--- src/keypad_pkg.sv ---
`default_nettype none

package keypad_pkg;

    // one-hot key codes as they come off the keypad
    localparam logic [15:0] KEY_ENTER   = 16'h0001;
    localparam logic [15:0] KEY_ADMIN   = 16'h0100;
    localparam logic [15:0] KEY_CLEAR   = 16'h1000;
    localparam logic [15:0] KEY_LOCK    = 16'h4000;
    localparam logic [15:0] KEY_DIGIT_0 = 16'h0008;
    localparam logic [15:0] KEY_DIGIT_1 = 16'h0080;
    localparam logic [15:0] KEY_DIGIT_2 = 16'h0040;
    localparam logic [15:0] KEY_DIGIT_3 = 16'h0020;
    localparam logic [15:0] KEY_DIGIT_4 = 16'h0800;
    localparam logic [15:0] KEY_DIGIT_5 = 16'h0400;
    localparam logic [15:0] KEY_DIGIT_6 = 16'h0200;
    localparam logic [15:0] KEY_DIGIT_7 = 16'h8000;
    localparam logic [15:0] KEY_DIGIT_8 = 16'h0010;
    localparam logic [15:0] KEY_DIGIT_9 = 16'h2000;

    localparam logic [3:0] DIGIT_BLANK = 4'hF;  // empty display digit
    localparam int         CODE_DIGITS = 3;     // digits in one code

    typedef enum logic [2:0] {
        op_digit,
        op_enter,
        op_clear,   // erase entry, close door
        op_admin,   // full reset incl. try count
        op_lock     // forced lockout
    } key_op_t;

endpackage

`default_nettype wire

--- src/lock_pkg.sv ---
`default_nettype none

package lock_pkg;

    typedef enum logic [1:0] {
        st_entry,
        st_open,
        st_lockout
    } lock_state_t;

    typedef enum logic [1:0] {
        tone_key,
        tone_ok,
        tone_fail
    } tone_kind_t;

    localparam logic [11:0] PASSCODE     = 12'h246;  // BCD
    localparam int          MAX_TRIES    = 3;
    localparam int          LOCKOUT_SECS = 20;
    // lockout start value as two BCD digits
    localparam logic [7:0]  LOCKOUT_BCD  =
        8'(((LOCKOUT_SECS / 10) << 4) | (LOCKOUT_SECS % 10));

    localparam logic [11:0] OPEN_PATTERN  = 12'hBCC;  // reads "ASS"
    localparam logic [11:0] BLANK_PATTERN = 12'hFFF;

    // half period = TONE_DIV * multiplier
    localparam int KEY_MULT  = 2;
    localparam int OK_MULT   = 1;  // fast
    localparam int FAIL_MULT = 4;  // slow, also the largest

    // tone lengths in half periods
    localparam int KEY_LEN  = 8;
    localparam int OK_LEN   = 24;  // longest
    localparam int FAIL_LEN = 16;

    // fail tone is silent in half periods 5 to 8, zero-based indexes here
    localparam int FAIL_GAP_FIRST = 4;
    localparam int FAIL_GAP_LAST  = 7;

endpackage

`default_nettype wire

--- src/keypad_decode.sv ---
`timescale 1ns/1ps
`default_nettype none

module keypad_decode import keypad_pkg::*; (
    input  logic        clk,
    input  logic        rst_n,
    input  logic [15:0] keys,
    output logic        key_valid,
    output key_op_t     key_op,
    output logic [3:0]  key_digit
);

    logic [15:0] keys_prev;
    logic        legal;
    key_op_t     op;
    logic [3:0]  digit;
    logic        press;

    always_comb begin
        legal = 1'b1;
        op    = op_digit;
        digit = DIGIT_BLANK;
        case (keys)
            KEY_ENTER:   op = op_enter;
            KEY_CLEAR:   op = op_clear;
            KEY_ADMIN:   op = op_admin;
            KEY_LOCK:    op = op_lock;
            KEY_DIGIT_0: digit = 4'd0;
            KEY_DIGIT_1: digit = 4'd1;
            KEY_DIGIT_2: digit = 4'd2;
            KEY_DIGIT_3: digit = 4'd3;
            KEY_DIGIT_4: digit = 4'd4;
            KEY_DIGIT_5: digit = 4'd5;
            KEY_DIGIT_6: digit = 4'd6;
            KEY_DIGIT_7: digit = 4'd7;
            KEY_DIGIT_8: digit = 4'd8;
            KEY_DIGIT_9: digit = 4'd9;
            default:     legal = 1'b0;  // idle, unused or several keys
        endcase
    end

    assign press = legal && (keys_prev == 16'h0000);  // new press only

    always_ff @(posedge clk or negedge rst_n) begin
        if (!rst_n) begin
            keys_prev <= 16'h0000;
            key_valid <= 1'b0;
        end else begin
            keys_prev <= keys;
            key_valid <= press;
        end
    end

    always_ff @(posedge clk) begin
        if (press) begin
            key_op    <= op;
            key_digit <= digit;
        end
    end

    // a held key must give one strobe, never a second one next cycle
    a_single_strobe: assert property (@(posedge clk) disable iff (!rst_n)
        key_valid |=> !key_valid);

endmodule

`default_nettype wire

--- src/code_entry.sv ---
`timescale 1ns/1ps
`default_nettype none

module code_entry import keypad_pkg::*; (
    input  logic        clk,
    input  logic        rst_n,
    input  logic        key_valid,
    input  key_op_t     key_op,
    input  logic [3:0]  key_digit,
    input  logic        entry_enable,
    input  logic        entry_flush,
    output logic        cmd_valid,
    output key_op_t     cmd_op,
    output logic [11:0] entry_code,
    output logic [1:0]  entry_count
);

    logic full;

    assign full = (entry_count == 2'(CODE_DIGITS));

    always_ff @(posedge clk or negedge rst_n) begin
        if (!rst_n) begin
            cmd_valid   <= 1'b0;
            entry_code  <= {3{DIGIT_BLANK}};
            entry_count <= 2'd0;
        end else begin
            cmd_valid <= 1'b0;
            if (entry_flush) begin  // controller consumed the code
                entry_code  <= {3{DIGIT_BLANK}};
                entry_count <= 2'd0;
            end
            if (key_valid) begin
                case (key_op)
                    op_digit: begin
                        if (entry_enable && !full) begin
                            entry_code  <= {entry_code[7:0], key_digit};  // shift left
                            entry_count <= entry_count + 2'd1;
                            cmd_valid   <= 1'b1;  // controller wants the click
                        end
                    end
                    op_enter: begin
                        if (entry_enable && full) begin
                            cmd_valid <= 1'b1;
                        end
                    end
                    op_clear: begin
                        entry_code  <= {3{DIGIT_BLANK}};
                        entry_count <= 2'd0;
                        cmd_valid   <= 1'b1;  // may close the door
                    end
                    default: begin
                        cmd_valid <= 1'b1;  // admin and lock always pass
                    end
                endcase
            end
        end
    end

    always_ff @(posedge clk) begin
        if (key_valid) begin
            cmd_op <= key_op;
        end
    end

    // count stays in range and matches the blank nibbles on top
    a_count_range: assert property (@(posedge clk) disable iff (!rst_n)
        (entry_count <= 2'(CODE_DIGITS)) &&
        ((entry_count == 2'(CODE_DIGITS)) || (entry_code[11:8] == DIGIT_BLANK)));

endmodule

`default_nettype wire

--- src/lock_ctrl.sv ---
`timescale 1ns/1ps
`default_nettype none

module lock_ctrl import keypad_pkg::*, lock_pkg::*; #(
    parameter int CLKS_PER_SEC = 50_000_000
) (
    input  logic        clk,
    input  logic        rst_n,
    input  logic        cmd_valid,
    input  key_op_t     cmd_op,
    input  logic [11:0] entry_code,
    output logic        entry_enable,
    output logic        entry_flush,
    output logic        tone_req,
    output tone_kind_t  tone_kind,
    output logic [11:0] display,
    output logic        door_open,
    output logic        locked_out
);

    localparam int SEC_W   = $clog2(CLKS_PER_SEC);
    localparam int TRIES_W = $clog2(MAX_TRIES + 1);

    lock_state_t        state, state_nxt;
    logic [TRIES_W-1:0] tries, tries_nxt;
    logic [7:0]         secs, secs_nxt;  // BCD seconds left
    logic [SEC_W-1:0]   sec_cnt, sec_cnt_nxt;
    logic               sec_tick;
    logic               flush_nxt;
    logic               tone_nxt;
    tone_kind_t         kind_nxt;
    logic [11:0]        display_nxt;

    assign sec_tick     = (state == st_lockout) && (sec_cnt == SEC_W'(CLKS_PER_SEC - 1));
    assign entry_enable = (state == st_entry);
    assign door_open    = (state == st_open);
    assign locked_out   = (state == st_lockout);

    always_comb begin
        state_nxt   = state;
        tries_nxt   = tries;
        secs_nxt    = secs;
        sec_cnt_nxt = sec_cnt;
        flush_nxt   = 1'b0;
        tone_nxt    = 1'b0;
        kind_nxt    = tone_kind;
        if (state == st_lockout) begin
            if (sec_tick) begin
                sec_cnt_nxt = '0;
                if (secs == 8'h00) begin
                    state_nxt = st_entry;  // would go below 00
                end else if (secs[3:0] == 4'd0) begin
                    secs_nxt = {secs[7:4] - 4'd1, 4'd9};
                end else begin
                    secs_nxt = {secs[7:4], secs[3:0] - 4'd1};
                end
            end else begin
                sec_cnt_nxt = sec_cnt + SEC_W'(1);
            end
        end
        if (cmd_valid) begin
            case (cmd_op)
                op_digit: begin
                    if (state == st_entry) begin
                        tone_nxt = 1'b1;
                        kind_nxt = tone_key;
                    end
                end
                op_enter: begin
                    if (state == st_entry) begin
                        flush_nxt = 1'b1;
                        tone_nxt  = 1'b1;
                        if (entry_code == PASSCODE) begin
                            state_nxt = st_open;
                            kind_nxt  = tone_ok;
                        end else begin
                            kind_nxt = tone_fail;
                            if (tries == TRIES_W'(MAX_TRIES - 1)) begin
                                state_nxt   = st_lockout;
                                secs_nxt    = LOCKOUT_BCD;
                                sec_cnt_nxt = '0;
                                tries_nxt   = '0;
                            end else begin
                                tries_nxt = tries + TRIES_W'(1);
                            end
                        end
                    end
                end
                op_clear: begin
                    if (state == st_open) begin
                        state_nxt = st_entry;  // close the door
                    end
                end
                op_admin: begin
                    state_nxt = st_entry;
                    tries_nxt = '0;
                    flush_nxt = 1'b1;
                end
                op_lock: begin
                    state_nxt   = st_lockout;
                    secs_nxt    = LOCKOUT_BCD;
                    sec_cnt_nxt = '0;
                    tries_nxt   = '0;
                    flush_nxt   = 1'b1;
                    tone_nxt    = 1'b1;
                    kind_nxt    = tone_fail;
                end
                default: ;
            endcase
        end
        case (state_nxt)
            st_open:    display_nxt = OPEN_PATTERN;
            st_lockout: display_nxt = {4'h0, secs_nxt};  // 0 then seconds
            default:    display_nxt = entry_code;
        endcase
    end

    always_ff @(posedge clk or negedge rst_n) begin
        if (!rst_n) begin
            state       <= st_entry;
            tries       <= '0;
            secs        <= 8'h00;
            sec_cnt     <= '0;
            entry_flush <= 1'b0;
            tone_req    <= 1'b0;
            tone_kind   <= tone_key;
            display     <= BLANK_PATTERN;
        end else begin
            state       <= state_nxt;
            tries       <= tries_nxt;
            secs        <= secs_nxt;
            sec_cnt     <= sec_cnt_nxt;
            entry_flush <= flush_nxt;
            tone_req    <= tone_nxt;
            tone_kind   <= kind_nxt;
            display     <= display_nxt;
        end
    end

    // digits and enter reach us only if the entry stage saw the lock in st_entry
    a_entry_gate: assert property (@(posedge clk) disable iff (!rst_n)
        (cmd_valid && (cmd_op == op_digit || cmd_op == op_enter)) |-> $past(entry_enable));

endmodule

`default_nettype wire

--- src/alert_tone.sv ---
`timescale 1ns/1ps
`default_nettype none

module alert_tone import lock_pkg::*; #(
    parameter int TONE_DIV = 25_000
) (
    input  logic       clk,
    input  logic       rst_n,
    input  logic       tone_req,
    input  tone_kind_t tone_kind,
    output logic       buzzer
);

    localparam int HALF_W = $clog2(TONE_DIV * FAIL_MULT + 1);
    localparam int LEN_W  = $clog2(OK_LEN + 1);

    logic              active;
    tone_kind_t        kind;
    logic              phase;  // buzzer level without the gap
    logic [HALF_W-1:0] half_cnt;
    logic [HALF_W-1:0] half_last;
    logic [LEN_W-1:0]  len_cnt;  // current half period
    logic [LEN_W-1:0]  len_last;
    logic [LEN_W-1:0]  len_next;
    logic              half_end;
    logic              gap;

    always_comb begin
        case (kind)
            tone_ok: begin
                half_last = HALF_W'(TONE_DIV * OK_MULT - 1);
                len_last  = LEN_W'(OK_LEN - 1);
            end
            tone_fail: begin
                half_last = HALF_W'(TONE_DIV * FAIL_MULT - 1);
                len_last  = LEN_W'(FAIL_LEN - 1);
            end
            default: begin
                half_last = HALF_W'(TONE_DIV * KEY_MULT - 1);
                len_last  = LEN_W'(KEY_LEN - 1);
            end
        endcase
    end

    assign half_end = active && (half_cnt == half_last);
    assign len_next = len_cnt + LEN_W'(1);
    assign gap      = (kind == tone_fail) &&
                      (len_next >= LEN_W'(FAIL_GAP_FIRST)) &&
                      (len_next <= LEN_W'(FAIL_GAP_LAST));

    always_ff @(posedge clk or negedge rst_n) begin
        if (!rst_n) begin
            active   <= 1'b0;
            kind     <= tone_key;
            phase    <= 1'b0;
            half_cnt <= '0;
            len_cnt  <= '0;
            buzzer   <= 1'b0;
        end else if (tone_req) begin  // restart, drop any running tone
            active   <= 1'b1;
            kind     <= tone_kind;
            phase    <= 1'b1;
            half_cnt <= '0;
            len_cnt  <= '0;
            buzzer   <= 1'b1;
        end else if (active) begin
            if (half_end) begin
                half_cnt <= '0;
                if (len_cnt == len_last) begin
                    active <= 1'b0;
                    phase  <= 1'b0;
                    buzzer <= 1'b0;
                end else begin
                    len_cnt <= len_next;
                    phase   <= ~phase;
                    buzzer  <= ~phase & ~gap;  // muted in fail gap
                end
            end else begin
                half_cnt <= half_cnt + HALF_W'(1);
            end
        end
    end

    a_quiet_idle: assert property (@(posedge clk) disable iff (!rst_n)
        !active |-> !buzzer);

endmodule

`default_nettype wire

--- src/code_lock_top.sv ---
`timescale 1ns/1ps
`default_nettype none

module code_lock_top import keypad_pkg::*, lock_pkg::*; #(
    parameter int CLKS_PER_SEC = 50_000_000,
    parameter int TONE_DIV     = 25_000
) (
    input  logic        clk,
    input  logic        rst_n,
    input  logic [15:0] keys,
    output logic [11:0] display,
    output logic        door_open,
    output logic        locked_out,
    output logic        buzzer
);

    logic        key_valid;
    key_op_t     key_op;
    logic [3:0]  key_digit;
    logic        cmd_valid;
    key_op_t     cmd_op;
    logic [11:0] entry_code;
    logic        entry_enable;
    logic        entry_flush;
    logic        tone_req;
    tone_kind_t  tone_kind;

    keypad_decode i_decode (
        .clk       (clk),
        .rst_n     (rst_n),
        .keys      (keys),
        .key_valid (key_valid),
        .key_op    (key_op),
        .key_digit (key_digit)
    );

    code_entry i_entry (
        .clk          (clk),
        .rst_n        (rst_n),
        .key_valid    (key_valid),
        .key_op       (key_op),
        .key_digit    (key_digit),
        .entry_enable (entry_enable),
        .entry_flush  (entry_flush),
        .cmd_valid    (cmd_valid),
        .cmd_op       (cmd_op),
        .entry_code   (entry_code),
        .entry_count  ()  // only watched inside the entry stage
    );

    lock_ctrl #(
        .CLKS_PER_SEC (CLKS_PER_SEC)
    ) i_ctrl (
        .clk          (clk),
        .rst_n        (rst_n),
        .cmd_valid    (cmd_valid),
        .cmd_op       (cmd_op),
        .entry_code   (entry_code),
        .entry_enable (entry_enable),
        .entry_flush  (entry_flush),
        .tone_req     (tone_req),
        .tone_kind    (tone_kind),
        .display      (display),
        .door_open    (door_open),
        .locked_out   (locked_out)
    );

    alert_tone #(
        .TONE_DIV (TONE_DIV)
    ) i_tone (
        .clk       (clk),
        .rst_n     (rst_n),
        .tone_req  (tone_req),
        .tone_kind (tone_kind),
        .buzzer    (buzzer)
    );

endmodule

`default_nettype wire

--- config.mk ---
export PLATFORM = sky130hd
export DESIGN_NAME = code_lock_top
export DESIGN_NICKNAME = d
export VERILOG_FILES = /design/src/keypad_pkg.sv /design/src/lock_pkg.sv /design/src/keypad_decode.sv /design/src/code_entry.sv /design/src/lock_ctrl.sv /design/src/alert_tone.sv /design/src/code_lock_top.sv
export SDC_FILE = /design/constraint.sdc
export NUM_CORES = 1
export LEC_CHECK = 0
export ABC_AREA = 1
export BUFFER_PORTS_ARGS = -buffer_cell sky130_fd_sc_hd__buf_2
export CORE_MARGIN = 2
export CORE_UTILIZATION = 35
export DETAILED_ROUTE_END_ITERATION = 6
export PLACE_DENSITY = 0.51
export SYNTH_ARGS = -nofsm -noshare
export SYNTH_HDL_FRONTEND = slang
export SYNTH_SLANG_ARGS = --single-unit
--- constraint.sdc ---
create_clock -name clk -period 6.6 [get_ports clk]
set_clock_uncertainty 0.1 [all_clocks]
set_input_delay 1.32 -clock clk [delete_from_list [all_inputs] [get_ports clk]]
set_output_delay 1.32 -clock clk [all_outputs]
set_load 0.05 [all_outputs]
==> metrics, run 1 <==
status complete, no violations; Clock Latency Late Sink 420 ps; Most Crowded Layer GR met2; Synthesized Nets 859; Vias/cell 4.86; CTS H-tree lvls 4; Die Wd 140 µm; Avg Cell Area, Syn 7.85 µm²; Iter 0 DRT Violations 324; Max-Cap Viols 0; drt first pass iters 6; P_leak 3.52 nW; Area after DPL 0.00693 mm²; Power Density 223 mW/mm²; PostCTS Resize Cnt 0; Net Sw Power 0.380 mW; Yosys warning total 0; sw frac 22.7%; die area 0.0197 mm²; CTS root buffer clkbuf_16; Post-DRT Antenna Nets 0; cts bufs inserted 17; design area 0.00748 mm²; Hold Buf Count CTS 0; fin. max-slew vios 0; Post-DP HPWL 11.0 mm; Tot GR Track Use 16.4%; cell area after synthesis 0.00652 mm²; Post-Synth XOR/XNOR Area 2.42%; max incr delay on CP 540 ps; setup bufs post-CTS 0; Clock Tree Buf Depth 2; Yosys cell types 39; DIE HEIGHT 140 µm; WP buf/inv 0; Routed WL 15.1 mm; first-pass GRT wire length 26.1 mm; sequential share of the synthesized area 48.5%; Post-Synth Adder-Cell Area 2.11%; largest family of logic cells by synthesized area simple AND/OR/NAND/NOR gates; internal cell power 1.29 mW; gr ovfl total 0; fillers 1874; vias in the first global route 5276; Finish-stage setup viols 0; pre-CTS WS 3100 ps; area taken by multi-input logic gates 0.00287 mm²; post-synthesis register bit count 123; global placement routability congestion 0.818; worst min path class flip-flop to flip-flop; most frequent cells in the layout 176 x nand2_1, 113 x inv_1, 110 x nor2_1; unrepaired setup endpoints after global routing no; crit share post-route 47.7%; Worst Setup Path Type flip-flop to flip-flop; Critical Path Slowest Stage Cell nor2_1; Worst setup SP type flip-flop; grt met1 use 23.6%; P&R area growth vs syn 14.8%; I/O pins 33; share of layout cells above drive strength 1 13.1%; CP required 6850 ps; Worst Slack Setup Final 3450 ps; clock group share of total power 52.2%; final net count 902; post-route setup TNS 0 ps; Critical Path Sink Type flip-flop; post-synthesis mux area share 0%; clock sinks 123; Clk pin slew, worst setup/hold paths 60 ps; core footprint 0.0181 mm²; Top cell by count, worst path nand2_1; M2 GR Usage 24.9%; Antenna diodes 0; largest net degree at the start of global routing 66; maximum vdd drop 0.163 mV; post-synthesis compound-gate area fraction 8.24%; CTS tree built; CP top delay family simple AND/OR/NAND/NOR gates; Cells after Synth 830; worst relative slew slack 42.3%; crit path time final 3150 ps; initial antenna violation count 0; maximum clock rate 318 MHz; Worst-Margin Slew 863 ps; Simple-Gate Fraction of Synth Area 31.3%; Post-route DRC 0; worst-path cell chain ha_1 > nand2_1 > nor2_1 > nand2_1 > nor2_2 > nand3_1 > o21ai_1 > nand2_1 > nand3_1 > o21ai_1 > ha_1 > nor2_1 > nand4_1 > nand2_1; # rows 49; Comb pwr share 1.8%; Crit Path Max Fanout 12; Flop pwr share 46.0%; DR vias 5417; initial cell density of the core 35.9%; final number of hold-violating endpoints 0; most common library cell in the layout ignoring fill and taps nand2_1; met3 global-route usage 4.24%; Sequential Area 0.00316 mm²; # port buffers 32; WP data arrival 3400 ps; WL/cell 13.5 µm
[layer usage]
layer | routed length (µm) | vias to the layer above
li1 | - | 2833
met1 | 7750 | 2508
met2 | 6720 | 67
met3 | 493 | 9
met4 | 102 | 0
met5 | 0 | -
[Yosys cell counts (all sizes together)]
master,n,area share [%]
nand2,183,11
nor2,120,7.4
inv,118,6.8
dfrtp,89,34
nand3,54,4.1
nand4,40,3.8
o21ai,40,3.1
a21oi,38,3.0
nor3,35,3.0
dfstp,24,9.7
xor2,15,2.0
ha,11,2.1
edfxtp,10,4.6
o22ai,10,0.96
nor4,9,0.86
and3,6,0.58
a31oi,5,0.48
buf,5,0.42
clkbuf,4,0.23
nor3b,3,0.42
xnor2,3,0.40
a211oi,2,0.23
nand3b,1,0.12
o211a,1,0.15
o21a,1,0.12
o31ai,1,0.12
o32ai,1,0.13
or2,1,0.096
[worst min-delay path, cell delays in order (launching register included)]
cell     delay (ps)
dfrtp_1         340
nand2_1          50
nand2_1          60
[metrics by stage]
stage                     hold WS (ps)  power [mW]  std cells  utilization, %
after floorplan                    331       0.789        830               -
after global placement             369       0.814       1083            38.2
after detailed placement           366       0.814       1083            38.2
after CTS                          383        1.70       1115            41.2
after global routing               413        1.74       1115            41.2
final                              378        1.67       1115            41.2
[worst paths after layout]
path / to / slack, ps / cells past startpoint / from
min: i_tone.phase / 380 / 2 / i_tone.phase
min reg2reg: i_tone.phase / 380 / 2 / i_tone.phase
max in group asynchronous: i_tone.half_cnt[11] / 4310 / 2 / rst_n
min in group asynchronous: i_ctrl.sec_cnt[7] / 820 / 1 / rst_n
max reg2reg: i_ctrl.display[4] / 3450 / 14 / i_ctrl.sec_cnt[0]
max: i_ctrl.display[4] / 3450 / 14 / i_ctrl.sec_cnt[0]
[power by group through the flow]
stage,logic [mW],registers (mW),clock network [mW]
after CTS,0.0314,0.769,0.900
after global routing,0.0358,0.769,0.933
after detailed placement,0.0315,0.782,0
final,0.0296,0.769,0.872
after global placement,0.0314,0.782,0
after floorplan,0.00712,0.782,0
[flip-flops by register name (all words and copies together), names as in the netlist, 4 cells and up]
register and flops:
i_ctrl.display 12, i_ctrl.sec_cnt 26, i_ctrl.secs 8, i_decode.key_digit 4, i_decode.keys_prev 16, i_entry.entry_code 12, i_tone.half_cnt 17, i_tone.len_cnt 5
[layout make-up]
type                            count  area share (%)
Clock buffer                       18            5.73
Clock inverter                     14            1.64
Inverter                          118            5.92
Multi-Input combinational cell    580            38.4
Sequential cell                   123            42.2
Tap cell                          229            3.83
Timing Repair Buffer               33            2.27
[cell families (layout without fill, tap and decap cells)]
logic type               after synthesis  in the layout
AND/OR/NAND/NOR                      452            452
buffers and inverters                127            183
AO/OA/AOI/OAI                         99             99
adder cells (fa/ha/maj)               11             11
XOR/XNOR                              18             18
flip-flops                           123            123
Note: power is estimated with default switching activity, not from simulation.
==> inputs of run 2 (changes only) <==
==> constraint.sdc (replaced) <==
create_clock -name clk -period 2.9 [get_ports clk]
set_clock_uncertainty 0.1 [all_clocks]
set_input_delay 0.58 -clock clk [delete_from_list [all_inputs] [get_ports clk]]
set_output_delay 0.58 -clock clk [all_outputs]
set_load 0.05 [all_outputs]
==> run 2 against run 1 <==
Register-to-register slack worse by 3100 ps. Wire length up 3.8%. Cell count grew 0.81%. Flip-flop and latch count is the same.
==> metrics, run 2 (same netlist as run 1, synthesis figures left out) <==
WP data arrival 2810 ps (was 3400 ps); worst min path class input pin to async pin (was flip-flop to flip-flop); maximum vdd drop 0.409 mV (was 0.163 mV); Crit Path Max Fanout 4 (was 12); Die Wd 140 µm (unchanged); first-pass GRT wire length 26.5 mm (was 26.1 mm); die area 0.0197 mm² (unchanged); drt first pass iters 4 (was 6); Clock Latency Late Sink 420 ps (about the same); DR vias 5545 (was 5417); Worst setup SP type flip-flop (unchanged); post-route setup TNS 0 ps (unchanged); CTS tree built (unchanged); status complete, no violations (unchanged); FF-to-FF setup slack 340 ps (was 3450 ps); WL met1 7.86 mm (was 7.75 mm); DIE HEIGHT 140 µm (unchanged); r2r worst-path depth 16 (was 14); Worst-Margin Slew 612 ps (was 863 ps); clock sinks 123 (unchanged); Post-DRT Antenna Nets 0 (unchanged); crit share post-route 88.3% (was 47.7%); largest net degree at the start of global routing 54 (was 66); final number of hold-violating endpoints 0 (unchanged); Clock Tree Buf Depth 2 (unchanged); crit path time final 2560 ps (was 3150 ps); # rows 49 (unchanged); P_leak 3.59 nW (was 3.52 nW); I/O pins 33 (unchanged); worst setup path end i_ctrl.display[7] (was i_ctrl.display[4]); unrepaired setup endpoints after global routing no (unchanged); cts bufs inserted 17 (unchanged); fillers 1866 (was 1874); CTS H-tree lvls 4 (unchanged); CP required 3150 ps (was 6850 ps); CTS root buffer clkbuf_16 (unchanged); initial cell density of the core 35.9% (unchanged); core footprint 0.0181 mm² (unchanged); highest metal used met4 (unchanged); WL met2 7.09 mm (was 6.72 mm); vias in the first global route 5379 (was 5276); # port buffers 32 (unchanged); Top Registers i_ctrl.sec_cnt: 26 flops, i_tone.half_cnt: 17 flops, i_decode.keys_prev: 16 flops (unchanged); final net count 911 (was 902); WL/cell 13.9 µm (was 13.5 µm); post-route insts no fill 1124 (was 1115); Post-route DRC 0 (unchanged); Hold Buf Count CTS 0 (unchanged); Vias/cell 4.93 (was 4.86); Max-Cap Viols 0 (unchanged); fin. max-slew vios 0 (unchanged); reg2reg end i_ctrl.display[7] (was i_ctrl.display[4]); critical path startpoint i_ctrl.sec_cnt[0] (unchanged); global placement routability congestion 0.823 (was 0.818); Antenna diodes 0 (unchanged); Post-DP HPWL 11.5 mm (was 11.0 mm); Finish-stage setup viols 0 (unchanged); most common library cell in the layout ignoring fill and taps nand2_1 (unchanged); Worst Setup Path Type flip-flop to flip-flop (unchanged); dpl cells 1091 (was 1083); most frequent cells in the layout 176 x nand2_1, 113 x inv_1, 110 x nor2_1 (unchanged); Power Density 513 mW/mm² (was 223 mW/mm²); share of layout cells above drive strength 1 13.9% (was 13.1%); routed wl met3 468 µm (was 493 µm); gr ovfl total 0 (unchanged); maximum clock rate 390 MHz (was 318 MHz); worst relative slew slack 59.2% (was 42.3%); largest register by flop count i_ctrl.sec_cnt (unchanged); Iter 0 DRT Violations 265 (was 324); Routed WL 15.6 mm (was 15.1 mm); worst r2r src i_ctrl.sec_cnt[0] (unchanged); Clk pin slew, worst setup/hold paths 70 ps (was 60 ps); Critical Path Sink Type flip-flop (unchanged); max FFs per register 26 (unchanged); Tot GR Track Use 16.8% (was 16.4%); initial antenna violation count 0 (unchanged); P&R area growth vs syn 16.5% (was 14.8%)
[run 2: area by class of cell]
cell class	instances	area (µm²)	share of cell area, %
Clock buffer	18	429	5.65
Clock inverter	14	146	1.93
Multi-Input combinational cell	580	2880	37.9
Tap cell	229	287	3.77
Inverter	118	443	5.83
Sequential cell	123	3160	41.6
Timing Repair Buffer	42	250	3.30
[run 2: worst min-delay path by stage]
| stage | end | slack (ps) | startpoint | cells past startpoint |
|---|---|---|---|---|
| CTS | i_ctrl.sec_cnt[18] | 90 | rst_n | 1 |
| floorplan | i_ctrl.entry_flush | 180 | rst_n | 0 |
| global route | i_ctrl.sec_cnt[18] | 100 | rst_n | 1 |
| global placement | i_tone.kind[1] | 370 | i_ctrl.tone_kind[1] | 2 |
| finish | i_ctrl.sec_cnt[18] | 70 | rst_n | 1 |
| detailed placement | i_ctrl.display[9] | 370 | i_entry.entry_code[9] | 2 |
[run 2: critical path, cell delays in order, from the launching register on]
cell	delay, ps
dfrtp_1	390
ha_1	200
nand2_1	60
nor2_1	120
nand2_1	100
nor2_2	150
nand3_2	120
o21ai_1	180
nand2_1	70
nand3_1	60
o21ai_1	100
ha_1	360
inv_1	80
nand2_1	120
inv_1	100
a21oi_1	120
nand2_1	60
[run 2: through the flow]
step                      power (mW)  hold slack [ps]  utilization, %  setup slack, ps  cell area [µm²]
final                           3.90             71.1            41.8              338             7590
after global routing            4.05              101            41.8             28.8             7590
after CTS                       3.96             88.0            41.8              279             7580
after detailed placement        1.86              372            38.6              300             7000
after global placement          1.86              368            38.6              424             7000
after floorplan                 1.80              184               -              562             6520
[run 2: timing repair]
item,in CTS,in global routing
setup buffers,0,1
resized for setup,0,1
setup endpoints to repair,0,2
[run 2: routing by layer]
metal  vias up  track usage [%]
li1       2854                -
met1      2600             23.6
met2        74             26.1
met3        17             3.42
met4         0             5.74
met5         -                0
[run 2: power breakdown]
group          switching [mW]  internal [mW]  total [mW]
Clock                   0.808           1.27        2.07
Sequential            0.00343           1.75        1.75
Combinational          0.0532         0.0184      0.0717
==> inputs of run 3 (changes only) <==
==> constraint.sdc (replaced) <==
create_clock -name clk -period 3.1 [get_ports clk]
set_clock_uncertainty 0.1 [all_clocks]
set_input_delay 0.62 -clock clk [delete_from_list [all_inputs] [get_ports clk]]
set_output_delay 0.62 -clock clk [all_outputs]
set_load 0.05 [all_outputs]
==> run 3 against run 2 <==
Core utilization is 0.18 points lower. Critical path depth is 1 lower. Sequential power is 6% lower. Largest power group unchanged. Flip-flop and latch count stayed put. Sequential share of layout area is 0.18 points higher. Clock power is 9% lower. Wire length is 1.5% lower. Cell count is 0.36% lower.
==> metrics, run 3 (same netlist as run 1, synthesis figures left out) <==
maximum clock rate 377 MHz (was 390 MHz); crit path time final 2650 ps (was 2560 ps); CTS root buffer clkbuf_16 (unchanged); # rows 49 (unchanged); initial cell density of the core 35.9% (unchanged); most common library cell in the layout ignoring fill and taps nand2_1 (unchanged); CTS H-tree lvls 4 (unchanged); fin. max-slew vios 0 (unchanged); worst relative slew slack 66.3% (was 59.2%); Max-Cap Viols 0 (unchanged); Die Wd 140 µm (unchanged); # port buffers 32 (unchanged); Finish-stage setup viols 0 (unchanged); Crit Path Max Fanout 12 (was 4); core footprint 0.0181 mm² (unchanged); most frequent cells in the layout 176 x nand2_1, 113 x inv_1, 110 x nor2_1 (unchanged); Worst Setup Path Type flip-flop to flip-flop (unchanged); WP data arrival 2900 ps (was 2810 ps); cts bufs inserted 17 (unchanged); Routed WL 15.4 mm (was 15.6 mm); Antenna diodes 0 (unchanged); Post-DRT Antenna Nets 0 (unchanged); Top Registers i_ctrl.sec_cnt: 26 flops, i_tone.half_cnt: 17 flops, i_decode.keys_prev: 16 flops (unchanged); WL/cell 13.7 µm (was 13.9 µm); vias in the first global route 5194 (was 5379); clock sinks 123 (unchanged); setup bufs post-CTS 0 (unchanged); Worst setup SP type flip-flop (unchanged); worst min path class input pin to async pin (unchanged); Clock Tree Buf Depth 2 (unchanged); share of layout cells above drive strength 1 13.6% (was 13.9%); drt first pass iters 4 (unchanged); post-route setup TNS 0 ps (unchanged); Post-route DRC 0 (unchanged); Worst Slack Setup Final 446 ps (was 338 ps); initial antenna violation count 0 (unchanged); final number of hold-violating endpoints 0 (unchanged); Clk pin slew, worst setup/hold paths 60 ps (was 70 ps); gr ovfl total 0 (unchanged); Vias/cell 4.91 (was 4.93); unrepaired setup endpoints after global routing no (unchanged); Post-DP HPWL 11.3 mm (was 11.5 mm); CP required 3350 ps (was 3150 ps); fin util 41.7% (was 41.8%); DIE HEIGHT 140 µm (unchanged); Power Density 475 mW/mm² (was 513 mW/mm²); CTS tree built (unchanged); Worst-Margin Slew 505 ps (was 612 ps); maximum vdd drop 0.366 mV (was 0.409 mV); P_leak 3.55 nW (was 3.59 nW); P&R area growth vs syn 16.0% (was 16.5%); Critical Path Sink Type flip-flop (unchanged); die area 0.0197 mm² (unchanged); DR vias 5495 (was 5545); global placement routability congestion 0.798 (was 0.823); Clock Latency Late Sink 420 ps (about the same); status complete, no violations (unchanged); largest net degree at the start of global routing 58 (was 54); Tot GR Track Use 16.4% (was 16.8%); I/O pins 33 (unchanged); crit share post-route 85.6% (was 88.3%); Iter 0 DRT Violations 324 (was 265); largest register by flop count i_ctrl.sec_cnt (unchanged); final net count 907 (was 911); pre-CTS WS 267 ps (was 300 ps); max FFs per register 26 (unchanged); first-pass GRT wire length 25.9 mm (was 26.5 mm)
==> run 3: through the flow <==
step / cell area [µm²] / hold slack [ps] / instances / power, mW
floorplan: 6520 / 224 / 830 / 1.68
detailed placement: 6980 / 366 / 1088 / 1.74
global route: 7560 / 100 / 1120 / 3.74
global placement: 6980 / 365 / 1088 / 1.74
finish: 7560 / 72.4 / 1120 / 3.59
CTS: 7550 / 85.0 / 1120 / 3.65
==> run 3: worst paths after layout <==
path                                               to           start  slack, ps  cells after the start
worst max register to register      i_ctrl.display[2]  i_ctrl.secs[4]        450                     15
worst min-delay path               i_ctrl.sec_cnt[10]           rst_n         70                      1
max in group asynchronous           i_ctrl.display[8]           rst_n       2080                      2
worst max-delay path                i_ctrl.display[2]  i_ctrl.secs[4]        450                     15
worst min register to register          i_tone.buzzer   i_tone.buzzer        380                      2
min in group clk                i_decode.keys_prev[2]         keys[2]        230                      1
==> run 3: where the power goes <==
part           switching, mW  internal (mW)  total (mW)
logic                 0.0492         0.0172      0.0664
clock network          0.760           1.13        1.89
registers            0.00294           1.63        1.64
total                  0.812           2.78        3.59
==> run 3: repair_timing <==
action                     CTS  global route
hold buffers                 0             0
setup endpoints to repair    0             4
resized for setup            0             2
==> run 3: cell type report <==
| class | count | area [µm²] |
|---|---|---|
| tap | 229 | 287 |
| clock buffer | 20 | 447 |
| multi-input combinational | 580 | 2890 |
| timing repair buffer | 38 | 220 |
| sequential | 123 | 3160 |
| fill | 1864 | 10600 |
| inverter | 118 | 443 |
| clock inverter | 12 | 119 |
==> run 3: metal layers <==
metal / wire length, µm / part of all wire [%] / up-vias / GRT usage (%)
met5: 0 / 0 / - / 0
met4: 119 / 0.77 / 0 / 4.58
met3: 589 / 3.8 / 11 / 3.90
met2: 6880 / 45 / 81 / 24.6
met1: 7810 / 51 / 2563 / 23.8
li1: - / - / 2840 / -
==> run 3: worst max-delay path: stages, from the launching register on <==
cell	delay, ps
dfrtp_1	390
inv_1	130
ha_1	170
nand3_1	170
nor2_1	250
nand2_1	70
o21ai_1	170
nand2_1	70
nand3_1	60
o21ai_1	130
ha_4	370
inv_1	80
nand2_1	120
inv_1	100
a21oi_1	120
nand2_1	70
